File: config.mk
export PLATFORM = sky130hd
export DESIGN_NAME = cheat_engine_top
export DESIGN_NICKNAME = d
export VERILOG_FILES = /design/src/cheat_pkg.sv /design/src/cheat_code_regs.sv /design/src/cheat_data_mux.sv /design/src/cheat_engine_top.sv /design/src/cheat_slot_match.sv /design/src/cpu_read_timer.sv
export SDC_FILE = /design/constraint.sdc
export NUM_CORES = 1
export LEC_CHECK = 0
export ABC_CLOCK_PERIOD_IN_PS = 3400
export BUFFER_PORTS_ARGS = -buffer_cell sky130_fd_sc_hd__buf_4
export CORE_UTILIZATION = 38
export DETAILED_ROUTE_END_ITERATION = 7
export MAX_ROUTING_LAYER = met4
export SLEW_MARGIN = 10
export SYNTH_ARGS = -nofsm -noshare
export SYNTH_HDL_FRONTEND = slang
export SYNTH_SLANG_ARGS = --single-unit
File: constraint.sdc
create_clock -name clk -period 3.4 [get_ports clk]
set_input_delay 0.68 -clock clk [delete_from_list [all_inputs] [get_ports clk]]
set_output_delay 0.68 -clock clk [all_outputs]
set_load 0.05 [all_outputs]
File: src/cheat_pkg.sv
package cheat_pkg;

	// ------------------------------------------------------------------------
	// plain vectors
	// ------------------------------------------------------------------------

	typedef logic [7:0]  byte_t;       // code bytes, cpu and rom data
	typedef logic [14:0] cpu_addr_t;   // offset inside the 32 KB program area
	typedef logic [5:0]  slot_idx_t;   // host addr bits 7:2
	typedef logic [7:0]  host_addr_t;  // config register address

	// ------------------------------------------------------------------------
	// bus and code records
	// ------------------------------------------------------------------------

	// console side, sampled as is
	typedef struct packed {
		logic      m2;        // phase 2 strobe
		logic      rw;        // 1 = read
		cpu_addr_t addr;
		byte_t     prg_data;  // what the rom is returning right now
	} cpu_bus_t;

	// config processor write port
	typedef struct packed {
		logic       sel;   // cheat block selected
		logic       we;    // single cycle strobe
		host_addr_t addr;
		byte_t      data;
	} host_wr_t;

	// one stored code, host byte order is lo, hi, cmp, rep
	typedef struct packed {
		byte_t addr_hi;  // bit 7 enables the slot
		byte_t addr_lo;
		byte_t cmp;
		byte_t rep;      // cmp == rep means address only
	} cheat_code_t;

endpackage

File: src/cheat_code_regs.sv
`timescale 1ns/1ns

module cheat_code_regs #(
	parameter int NUM_SLOTS = 8
) (
	input  logic                                   clk,
	input  logic                                   reset,
	input  cheat_pkg::host_wr_t                    host,
	output cheat_pkg::cheat_code_t [NUM_SLOTS-1:0] codes
);

	import cheat_pkg::*;

	slot_idx_t  wr_slot;
	logic [1:0] wr_byte;
	logic       slot_ok;
	logic       wr_en;

	// ------------------------------------------------------------------------
	// host address decode
	// ------------------------------------------------------------------------

	assign wr_slot = host.addr[7:2];
	assign wr_byte = host.addr[1:0];
	assign slot_ok = int'(wr_slot) < NUM_SLOTS;  // upper slots not built
	assign wr_en   = host.sel & host.we & slot_ok;

	// ------------------------------------------------------------------------
	// code storage, one byte per write
	// ------------------------------------------------------------------------

	always_ff @(posedge clk)
	begin
		if (reset)
			codes <= '0;  // all slots off
		else if (wr_en)
		begin
			case (wr_byte)
				2'd0: codes[wr_slot].addr_lo <= host.data;
				2'd1: codes[wr_slot].addr_hi <= host.data;
				2'd2: codes[wr_slot].cmp     <= host.data;
				2'd3: codes[wr_slot].rep     <= host.data;
				default: ;
			endcase
		end
	end

endmodule

File: src/cheat_data_mux.sv
`timescale 1ns/1ns

module cheat_data_mux #(
	parameter int NUM_SLOTS = 8
) (
	input  cheat_pkg::cheat_code_t [NUM_SLOTS-1:0] codes,
	input  logic [NUM_SLOTS-1:0]                   hits,
	input  logic                                   read_ok,
	input  logic                                   cheat_on,
	input  logic                                   dma_busy,
	input  logic                                   menu_active,
	output cheat_pkg::byte_t                       cheat_data,
	output logic                                   cheat_oe
);

	import cheat_pkg::*;

	slot_idx_t win_idx;
	logic      any_hit;
	logic      window;
	logic      gate_ok;
	byte_t     win_rep;

	// ------------------------------------------------------------------------
	// priority pick
	// ------------------------------------------------------------------------

	// walk down so the lowest set bit is written last
	always_comb
	begin
		win_idx = '0;
		for (int i = NUM_SLOTS - 1; i >= 0; i--)
		begin
			if (hits[i])
				win_idx = slot_idx_t'(i);
		end
	end

	assign any_hit = |hits;
	assign win_rep = codes[win_idx].rep;

	// ------------------------------------------------------------------------
	// output
	// ------------------------------------------------------------------------

	assign window  = any_hit & read_ok;
	assign gate_ok = cheat_on & ~dma_busy & ~menu_active;  // dma and menu own the bus

	assign cheat_data = window ? win_rep : '0;
	assign cheat_oe   = window & gate_ok;

endmodule

File: src/cheat_engine_top.sv
`timescale 1ns/1ns

module cheat_engine_top #(
	parameter int NUM_SLOTS  = 8,
	parameter int READ_DELAY = 4
) (
	input  logic                clk,
	input  logic                reset,
	input  cheat_pkg::cpu_bus_t cpu,
	input  cheat_pkg::host_wr_t host,
	input  logic                cheat_on,
	input  logic                dma_busy,
	input  logic                menu_active,
	output cheat_pkg::byte_t    cheat_data,
	output logic                cheat_oe
);

	import cheat_pkg::*;

	cheat_code_t [NUM_SLOTS-1:0] codes;
	logic [NUM_SLOTS-1:0]        hits;
	logic                        read_ok;

	// slot index is 6 bits, counter is 4 bits
	if (NUM_SLOTS < 1 || NUM_SLOTS > 64)
	begin : g_bad_slots
		$error("NUM_SLOTS must be 1 to 64");
	end
	if (READ_DELAY < 1 || READ_DELAY > 15)
	begin : g_bad_delay
		$error("READ_DELAY must be 1 to 15");
	end

	// ------------------------------------------------------------------------
	// decode, code register file
	// ------------------------------------------------------------------------

	cheat_code_regs #(
		.NUM_SLOTS (NUM_SLOTS)
	) i_cheat_code_regs (
		.clk   (clk),
		.reset (reset),
		.host  (host),
		.codes (codes)
	);

	// ------------------------------------------------------------------------
	// execute, read timing and per slot compare
	// ------------------------------------------------------------------------

	cpu_read_timer #(
		.READ_DELAY (READ_DELAY)
	) i_cpu_read_timer (
		.clk     (clk),
		.reset   (reset),
		.cpu     (cpu),
		.read_ok (read_ok)
	);

	for (genvar s = 0; s < NUM_SLOTS; s++)
	begin : g_slot
		cheat_slot_match i_cheat_slot_match (
			.cpu  (cpu),
			.code (codes[s]),
			.hit  (hits[s])
		);
	end

	// ------------------------------------------------------------------------
	// result, priority mux and gating
	// ------------------------------------------------------------------------

	cheat_data_mux #(
		.NUM_SLOTS (NUM_SLOTS)
	) i_cheat_data_mux (
		.codes       (codes),
		.hits        (hits),
		.read_ok     (read_ok),
		.cheat_on    (cheat_on),
		.dma_busy    (dma_busy),
		.menu_active (menu_active),
		.cheat_data  (cheat_data),
		.cheat_oe    (cheat_oe)
	);

	// override only ever answers a read that has been up long enough
	a_oe_in_read: assert property (
		@(posedge clk) disable iff (reset)
		cheat_oe |-> (cpu.m2 && cpu.rw && $past(cpu.m2 && cpu.rw, READ_DELAY + 1))
	) else $error("cheat_oe outside a settled cpu read");

endmodule

File: src/cheat_slot_match.sv
`timescale 1ns/1ns

module cheat_slot_match (
	input  cheat_pkg::cpu_bus_t    cpu,
	input  cheat_pkg::cheat_code_t code,
	output logic                   hit
);

	import cheat_pkg::*;

	logic      slot_en;
	cpu_addr_t code_addr;
	logic      addr_eq;
	logic      data_eq;
	logic      cmp_off;

	// ------------------------------------------------------------------------
	// address side
	// ------------------------------------------------------------------------

	assign slot_en   = code.addr_hi[7];
	assign code_addr = {code.addr_hi[6:0], code.addr_lo};
	assign addr_eq   = slot_en & (code_addr == cpu.addr);

	// ------------------------------------------------------------------------
	// data side
	// ------------------------------------------------------------------------

	assign data_eq = cpu.prg_data == code.cmp;
	assign cmp_off = code.cmp == code.rep;  // address only code

	assign hit = addr_eq & (data_eq | cmp_off);

endmodule

File: src/cpu_read_timer.sv
`timescale 1ns/1ns

module cpu_read_timer #(
	parameter int READ_DELAY = 4
) (
	input  logic                clk,
	input  logic                reset,
	input  cheat_pkg::cpu_bus_t cpu,
	output logic                read_ok
);

	logic       read_live;  // m2 and rw high right now
	logic [1:0] rd_st;      // registered read condition
	logic [3:0] rd_cnt;

	assign read_live = cpu.m2 & cpu.rw;

	// ------------------------------------------------------------------------
	// stable read counter
	// ------------------------------------------------------------------------

	// rd_st[1] adds the latch delay, so the window opens
	// READ_DELAY+1 edges after the first edge that saw the read
	always_ff @(posedge clk)
	begin
		if (reset)
		begin
			rd_st  <= '0;
			rd_cnt <= '0;
		end
		else
		begin
			rd_st <= {rd_st[0], read_live};
			if (!rd_st[1] || !read_live)
				rd_cnt <= '0;
			else if (rd_cnt != 4'(READ_DELAY))
				rd_cnt <= rd_cnt + 4'd1;  // saturate at READ_DELAY
		end
	end

	// drops at once when the strobes go away
	assign read_ok = (rd_cnt == 4'(READ_DELAY)) & read_live;

	a_cnt_max: assert property (
		@(posedge clk) disable iff (reset)
		rd_cnt <= 4'(READ_DELAY)
	) else $error("read counter ran past READ_DELAY");

endmodule

==> results of run 1 <==
==> power by group through the flow <==
stage	registers (W)	logic (W)	clock network [W]
global placement	0.00314	0.000476	0
floorplan	0.00314	0.000266	0
CTS	0.00307	0.000484	0.00324
detailed placement	0.00314	0.000478	0
finish	0.00307	0.000489	0.00319
global route	0.00307	0.000509	0.00336
==> cells in the final DEF (no fill, tap or decap), drive strengths merged, types with 2 or more instances in the layout <==
master,Yosys,layout
a31oi,2,2
inv,11,12
ha,2,2
o211ai,11,11
and3,4,4
or2,2,2
or4,4,4
o221ai,8,8
clkbuf,105,44
o21ai,8,8
clkinv,0,8
a21oi,239,239
nor3b,2,2
mux2,8,8
nor4,19,19
a211oi,8,8
o22ai,5,5
nand2,294,294
nand3,204,204
xnor2,202,202
nand4,53,53
a41oi,2,2
and2,9,9
nor3,25,25
nand2b,6,6
nor2,59,59
nand3b,2,2
dfxtp,262,262
buf,32,175
xor2,49,49
clkinvlp,0,2
o211a,8,8
a32oi,13,13
a22oi,19,19
==> area by class of cell <==
type,count,share of cell area
multi-input combinational,1279,0.479
sequential,262,0.322
timing repair buffer,177,0.102
clock buffer,42,0.0535
tap,455,0.0348
clock inverter,12,0.00597
inverter,11,0.00253
==> critical path: stages (launching register included) <==
cell and delay, ns:
dfxtp_1 0.33, xnor2_1 0.17, nand4_1 0.15, or4_4 0.56, or2_4 0.30, buf_4 0.15, buf_12 0.12, a21oi_1 0.21
o211ai_1 0.18, a211oi_4 0.23, o211a_4 0.20, buf_6 0.15
==> kinds of logic after synthesis <==
group | Yosys count | share of synthesized area
fa+ha+maj | 2 | 0.00187
mux | 8 | 0.00813
compound gates | 331 | 0.148
buf+inv | 148 | 0.0490
xor+xnor | 251 | 0.166
simple gates | 687 | 0.235
flops | 262 | 0.392
==> per-stage QoR <==
| stage | util | std cells |
|---|---|---|
| floorplan | - | 1689 |
| global placement | 0.436 | 2178 |
| detailed placement | 0.436 | 2178 |
| CTS | 0.471 | 2237 |
| global route | 0.472 | 2238 |
| finish | 0.472 | 2238 |
==> layer usage <==
layer / share of wire / track usage / up-vias / wire, um
li1: - / - / 5987 / -
met1: 0.43 / 0.336 / 6038 / 19500
met2: 0.48 / 0.425 / 472 / 21700
met3: 0.067 / 0.0336 / 94 / 3050
met4: 0.030 / 0.0760 / 0 / 1350
met5: 0 / - / - / 0
==> worst paths after layout <==
check | startpoint | slack, ns | to | depth (start not counted)
max | flop | -0.61 | cheat_data[5] | 11
min | host[8] | 0.42 | flop | 3
max reg2reg | i_cpu_read_timer.rd_cnt[0] | 2.23 | i_cpu_read_timer.rd_cnt[1] | 6
min reg2reg | i_cpu_read_timer.rd_st[0] | 0.45 | i_cpu_read_timer.rd_st[1] | 1
==> timing repair <==
action / 4_1_cts / 5_1_grt
gates resized for setup: 42 / 7
gates cloned: 2 / 0
pin swaps: 16 / 0
endpoints found under the hold margin: 0 / 0
endpoints found under the setup margin: 9 / 9
buffers inserted: 3 / 1
==> impl_metrics.csv, run 1 <==
group,metric,value,unit
timing,clock_skew,0.000204,ns
pwr,peakVddDrop,453,uV
placement,io_buffers,56,
pwr,power.switching,0.00164,W
finish,final_area,0.0163,mm^2
die,start_util,0.387,
logic_synthesis,async_flop_share,0,
outcome,violations,"negative setup slack",
timing,fin_ws,-0.613,ns
clocking,h-tree-depth,1,
global_route,grt_start_max_net_pins,94,
routing,drc,0,
clocking,clkTransAtPathRegs,0.06,ns
finish,multi_input_area,0.00783,mm^2
clocking,cts-root-buf,"clkbuf_16",
finish,syn2layout_area_growth,22.0,%
outcome,status,"complete, but fails checks",
pwr,power_density,413,mW/mm^2
die,chipWidth,190,um
hold_path,hold_path.class,"in -> reg",
routing,ant_nets,0,
clocking,clk_path_buf_depth,3,
timing,slew_headroom,0.489,
timing,tns,-5.04,ns
timing,rsz0062_at_grt,"yes",
pwr,swShare,0.243,
die,io_pins,57,
finish,antenna_cells,0,
logic_synthesis,yosys-top-cells-area,"dfxtp_1 (39%), xnor2_1 (13%), a21oi_1 (8.9%)",
logic_synthesis,syn_inst,1689,
setup_path,worstPathArrival,3.33,ns
placement,place_congestion,0.935,
logic_synthesis,syn_nets,1739,
routing,routed_via_density,5.63,
global_route,grt_pass1_vias,12107,
logic_synthesis,yosysUniqueCellTypes,56,
pwr,pwr-share-seq,0.455,
timing,setup-violations-final,9,
placement,hpwl,30100,um
logic_synthesis,synth_seq_cells,262,
clocking,worst_skew_pair.late_latency,0.56,ns
timing,fmax,249,MHz
timing,worst_hold_slack,0.419,ns
logic_synthesis,synth_commonest_cells,"nand2_1 (294), dfxtp_1 (262), a21oi_1 (238), nand3_1 (204), xnor2_1 (198)",
timing,hold_viol_final,0,
setup_path,crit_path_max_fanout,8,
run,maxCapViolations,0,
pwr,p_leak,5.32,nW
routing,drtIter0Drc,1149,
clocking,cts_tree,"done",
global_route,antenna_found_initial,0,
pwr,pwr-share-clk,0.473,
setup_path,end_kind,"output port",
logic_synthesis,yosysWarnings,0,
die,die_h,190,um
global_route,grtUsageTotal,0.261,
setup_path,path_class,"reg -> out",
timing,post-route-period-util,1.18,
global_route,grt_overflow,0,
finish,fill_cells,3330,
placement,place_ws,-0.675,ns
logic_synthesis,ys_seq_area_frac,0.392,
placement,place_area,0.0151,mm^2
logic_synthesis,netlist_area,0.0134,mm^2
clocking,clkSinkCount,262,
logic_synthesis,synth_area_leader_cell,"dfxtp_1",
logic_synthesis,syn_area_per_cell,7.93,um^2
clocking,cts_buffers,29,
routing,num_vias,12591,
die,num_rows,68,
finish,ff_latch_area,0.00526,mm^2
logic_synthesis,synth_top_area_share,0.392,
timing,min_period,4.01,ns
logic_synthesis,yosysMostFrequentCell,"nand2_1",
finish,layout.nets,1810,
logic_synthesis,synth_top_flop_cell,"dfxtp_1",
setup_path,worstPathRequired,2.72,ns
timing,timing_max_transition_violations_final,0,
clocking,postCtsHoldBufs,0,
die,die_area,0.0360,mm^2
finish,drive_gt1_frac,0.175,
die,core-area,0.0346,mm^2
pwr,p_int,0.00511,W
logic_synthesis,synth_edf_count,0,
routing,routed_wl,45700,um
routing,drtPass1Iterations,7,
pwr,total_power,0.00675,W
global_route,grt_pass1_wl,70800,um
pwr,power_frac_comb,0.073,
setup_path,startpoint_type,"flop",
timing,worstMarginPinSlew,0.764,ns
routing,wl_per_cell,20.4,um
No activity file was read; power rests on OpenSTA's default activity.
==> run 2: changes to the inputs <==
--- a/config.mk
+++ b/config.mk
@@ -6,10 +6,12 @@
 export NUM_CORES = 1
 export LEC_CHECK = 0
 export ABC_CLOCK_PERIOD_IN_PS = 3400
-export BUFFER_PORTS_ARGS = -buffer_cell sky130_fd_sc_hd__buf_4
-export CORE_UTILIZATION = 38
+export BUFFER_PORTS_ARGS = -buffer_cell sky130_fd_sc_hd__buf_2
+export CORE_ASPECT_RATIO = 1.1
+export CORE_UTILIZATION = 50
 export DETAILED_ROUTE_END_ITERATION = 7
 export MAX_ROUTING_LAYER = met4
+export PLACE_DENSITY = 0.69
 export SLEW_MARGIN = 10
 export SYNTH_ARGS = -nofsm -noshare
 export SYNTH_HDL_FRONTEND = slang
==> impl_metrics.csv, run 2 (synthesis gave the netlist of run 1 again) <==
group,metric,value,unit
outcome,status,"complete, but fails checks",
outcome,violations,"negative setup slack",
setup_path,startpoint_type,"input port",
clocking,clkTransAtPathRegs,0.06,ns
setup_path,cp_cell_sequence,"buf_2 > xnor2_2 > nand4_1 > or4_4 > a211oi_4 > o211ai_1 > buf_4 > a21oi_4 > clkbuf_16 > mux2_4 > o211a_4 > buf_6",
setup_path,crit_path_max_fanout,5,
die,start_util,0.511,
clocking,clkSinkCount,262,
global_route,grt_start_max_net_pins,107,
routing,drtIter0Drc,1335,
global_route,antenna_found_initial,0,
setup_path,reg2reg_depth,6,
finish,layout.cells.non_filler,2146,
run,maxCapViolations,0,
die,die_area,0.0275,mm^2
setup_path,worstPathRequired,2.72,ns
timing,min_period,4.08,ns
clocking,cts-root-buf,"clkbuf_16",
routing,routed_wl,45100,um
finish,syn2layout_area_growth,20.8,%
die,die_h,174,um
clocking,clk_path_buf_depth,3,
pwr,peakVddDrop,334,uV
hold_path,hold_path.class,"in -> reg",
placement,place_congestion,0.964,
timing,hold_viol_final,0,
placement,hpwl,30000,um
clocking,postCtsHoldBufs,0,
timing,clock_skew,0.000381,ns
placement,io_buffers,56,
timing,setup-violations-final,9,
placement,dp_cells,2083,
routing,wl_per_cell,21.0,um
hold_path,worstHoldPathCells,3,
finish,layout.nets,1820,
pwr,total_power,0.00689,W
setup_path,end_kind,"output port",
pwr,p_leak,5.35,nW
finish,multi_input_area,0.00786,mm^2
finish,fill_cells,2379,
finish,antenna_cells,0,
global_route,grtUsageTotal,0.340,
routing,drtPass1Iterations,5,
timing,slew_headroom,0.265,
routing,routed_via_density,5.99,
clocking,worst_skew_pair.late_latency,0.55,ns
finish,final_cell_mix,"nand2_1 (294), dfxtp_1 (251), a21oi_1 (238)",
finish,ff_latch_area,0.00526,mm^2
finish,final_common_cell,"nand2_1",
global_route,grt_overflow,0,
setup_path,cpMaxStageDelayCell,"or4_4",
routing,num_vias,12849,
global_route,grt_pass1_wl,69700,um
die,num_rows,62,
die,io_pins,57,
die,chipWidth,158,um
timing,worst_hold_slack,0.463,ns
clocking,h-tree-depth,1,
timing,rsz0062_at_grt,"yes",
timing,worstMarginPinSlew,1.10,ns
timing,fmax,245,MHz
setup_path,path_class,"in -> out",
timing,fin_ws,-0.679,ns
routing,ant_nets,0,
finish,drive_gt1_frac,0.181,
clocking,cts_tree,"done",
setup_path,worstPathArrival,3.40,ns
routing,drc,0,
pwr,power_density,426,mW/mm^2
clocking,cts_buffers,30,
die,core-area,0.0262,mm^2
timing,timing_max_transition_violations_final,0,
global_route,grt_pass1_vias,12244,
setup_path,slowest_delay,0.60,ns
timing,post-route-period-util,1.20,
run 2: final timing paths:
path / end / startpoint / slack [ns]
setup / recovery: cheat_data[3] / cpu[9] / -0.68
hold / removal: i_cpu_read_timer.rd_st[0] / cpu[23] / 0.46
setup reg to reg: i_cpu_read_timer.rd_cnt[1] / i_cpu_read_timer.rd_cnt[0] / 2.22
hold reg to reg: flop / flop / 0.47
run 2: repair_timing:
item / CTS / global route
endpoints found under the setup margin: 9 / 9
buffers inserted: 6 / 0
gates resized for setup: 41 / 19
pin swaps: 11 / 11
gates cloned: 2 / 0
run 2: metrics by stage:
stage / TNS [ns] / worst slack [ns] / cell area, um^2 / util
after floorplan: -1.44 / -0.210 / 13600 / -
after CTS: -5.63 / -0.677 / 16100 / 0.614
after detailed placement: -5.73 / -0.689 / 14800 / 0.565
final: -5.59 / -0.679 / 16200 / 0.617
after global routing: -6.43 / -0.761 / 16200 / 0.617
after global placement: -5.31 / -0.644 / 14800 / 0.565
run 2: routing by layer:
metal / global-route usage / part of all wire / vias up
met4: 0.155 / 0.045 / 0
met1: 0.423 / 0.40 / 6108
met5: - / 0 / -
met3: 0.0378 / 0.074 / 139
met2: 0.548 / 0.48 / 597
li1: - / - / 6005
run 2: layout make-up:
type,count,area share
tap,352,0.0272
sequential,262,0.325
inverter,11,0.00255
clock inverter,10,0.00657
clock buffer,46,0.0576
timing repair buffer,186,0.0959
multi-input combinational,1279,0.485
run 2: where the power goes:
| group | internal [W] | leakage [nW] | switching [W] |
|---|---|---|---|
| combinational | 0.000167 | 2.71 | 0.000309 |
| clock | 0.00203 | 0.516 | 0.00132 |
| sequential | 0.00307 | 2.11 | 0.000000702 |
| total | 0.00527 | 5.35 | 0.00163 |
run 2: worst max-delay path: cells and delay by family:
kind,cells,cell delay (ns)
xor gates and xnor gates,1,0.19
muxes,1,0.29
and+or+nand+nor,2,0.70
AOI/OAI and AO/OA,4,0.86
buffers and inverters,4,0.66
==> run 3: changes to the inputs <==
--- a/config.mk
+++ b/config.mk
@@ -11,7 +11,7 @@
 export CORE_UTILIZATION = 50
 export DETAILED_ROUTE_END_ITERATION = 7
 export MAX_ROUTING_LAYER = met4
-export PLACE_DENSITY = 0.69
+export PLACE_DENSITY_LB_ADDON = 0.2
 export SLEW_MARGIN = 10
 export SYNTH_ARGS = -nofsm -noshare
 export SYNTH_HDL_FRONTEND = slang
==> impl_metrics.csv, run 3 (synthesis gave the netlist of run 1 again) <==
group,metric,value,unit
pwr,peakVddDrop,370,uV
die,die_area,0.0275,mm^2
setup_path,end_kind,"output port",
clocking,cts-root-buf,"clkbuf_16",
global_route,grt_pass1_vias,12522,
clocking,cts_tree,"done",
outcome,status,"complete, but fails checks",
timing,timing_max_transition_violations_final,0,
die,io_pins,57,
finish,antenna_cells,0,
die,core-area,0.0262,mm^2
routing,wl_per_cell,21.3,um
die,num_rows,62,
timing,clock_skew,0.00387,ns
routing,routed_wl,46200,um
die,start_util,0.511,
timing,fmax,247,MHz
clocking,h-tree-depth,1,
setup_path,worstPathRequired,2.72,ns
routing,drtIter0Drc,1373,
routing,ant_nets,0,
routing,routed_via_density,5.97,
clocking,clkTransAtPathRegs,0.06,ns
finish,final_cell_mix,"nand2_1 (294), dfxtp_1 (247), a21oi_1 (238)",
finish,finalCoreUtilization,0.635,
timing,post-route-period-util,1.19,
routing,drc,0,
global_route,grt_start_max_net_pins,102,
finish,syn2layout_area_growth,24.3,%
placement,place_congestion,0.997,
die,chipWidth,158,um
global_route,grt_overflow,0,
global_route,grt_pass1_wl,70600,um
setup_path,crit_path_max_fanout,8,
run,maxCapViolations,0,
routing,num_vias,12968,
clocking,cts_buffers,28,
timing,setup-violations-final,9,
pwr,p_leak,5.54,nW
timing,worstMarginPinSlew,1.11,ns
clocking,postCtsHoldBufs,0,
placement,io_buffers,56,
finish,final_common_cell,"nand2_1",
setup_path,startpoint_type,"input port",
finish,layout.nets,1852,
timing,fin_ws,-0.646,ns
finish,drive_gt1_frac,0.201,
timing,rsz0062_at_grt,"yes",
setup_path,path_class,"in -> out",
clocking,worst_skew_pair.late_latency,0.55,ns
die,die_h,174,um
pwr,power_density,409,mW/mm^2
timing,slew_headroom,0.258,
hold_path,hold_path.class,"in -> reg",
setup_path,worstPathArrival,3.37,ns
outcome,violations,"negative setup slack",
global_route,antenna_found_initial,0,
timing,hold_viol_final,0,
clocking,clk_path_buf_depth,3,
routing,drtPass1Iterations,6,
placement,hpwl,30600,um
global_route,grtUsageTotal,0.345,
pwr,total_power,0.00682,W
timing,min_period,4.05,ns
clocking,clkSinkCount,262,
-- run 3: area by class of cell --
| type | instances | area (um^2) |
|---|---|---|
| clock buffers | 44 | 872 |
| clock inverters | 6 | 111 |
| fillers | 2300 | 9560 |
| inverters | 11 | 41.3 |
| multi-input cells | 1279 | 7980 |
| flip-flops and latches | 262 | 5270 |
| well taps | 352 | 440 |
| repair buffers | 220 | 1950 |
-- run 3: through the flow --
stage          setup WS [ns]  instances  TNS [ns]  hold WS (ns)  cell area, um^2
2_1_floorplan         -0.210       1689     -1.44         0.414            13600
3_3_place_gp          -0.706       2110     -5.91         0.428            15100
3_5_place_dp          -0.695       2110     -5.99         0.450            15100
4_1_cts               -0.599       2173     -4.68         0.418            16600
5_1_grt               -0.715       2174     -5.86         0.436            16700
6_report              -0.646       2174     -5.23         0.427            16700
-- run 3: routing by layer --
layer  wire (um)  vias to the layer above  global-route usage  share of wire
li1            -                     6059                   -              -
met1       18700                     6184               0.422           0.40
met5           0                        -                   -              0
met3        3510                      167              0.0420          0.076
met2       21500                      558               0.551           0.47
met4        2480                        0               0.185          0.054
-- run 3: what timing repair did --
| item | 4_1_cts | 5_1_grt |
|---|---|---|
| gates cloned | 1 | 0 |
| buffers inserted | 12 | 3 |
| pin swaps | 24 | 16 |
| gates resized for setup | 84 | 22 |
| endpoints found under the setup margin | 9 | 9 |
-- run 3: final timing paths --
| path | endpoint | cells after the start | slack (ns) | from |
|---|---|---|---|---|
| worst max-delay path | cheat_data[5] | 14 | -0.65 | cpu[15] |
| worst min-delay path | i_cpu_read_timer.rd_st[0] | 3 | 0.43 | cpu[23] |
| worst max register to register | i_cpu_read_timer.rd_cnt[1] | 6 | 2.23 | i_cpu_read_timer.rd_cnt[0] |
| worst min register to register | i_cpu_read_timer.rd_st[1] | 1 | 0.46 | i_cpu_read_timer.rd_st[0] |
-- run 3: report_power, final --
| group | total (W) | internal [W] | switching [W] |
|---|---|---|---|
| logic | 0.000497 | 0.000180 | 0.000317 |
| clock network | 0.00325 | 0.00198 | 0.00128 |
| registers | 0.00307 | 0.00307 | 0.000000558 |
-- run 3: worst max-delay path, stage by stage --
cell and delay [ns]:
buf_2 0.18, buf_4 0.23, xnor2_1 0.15, nand4_1 0.14, nor4_2 0.30, buf_4 0.17, and2_1 0.14, o211ai_1 0.11
buf_4 0.16, a21oi_4 0.23, buf_12 0.17, mux2_4 0.30, o211a_4 0.24, buf_8 0.15
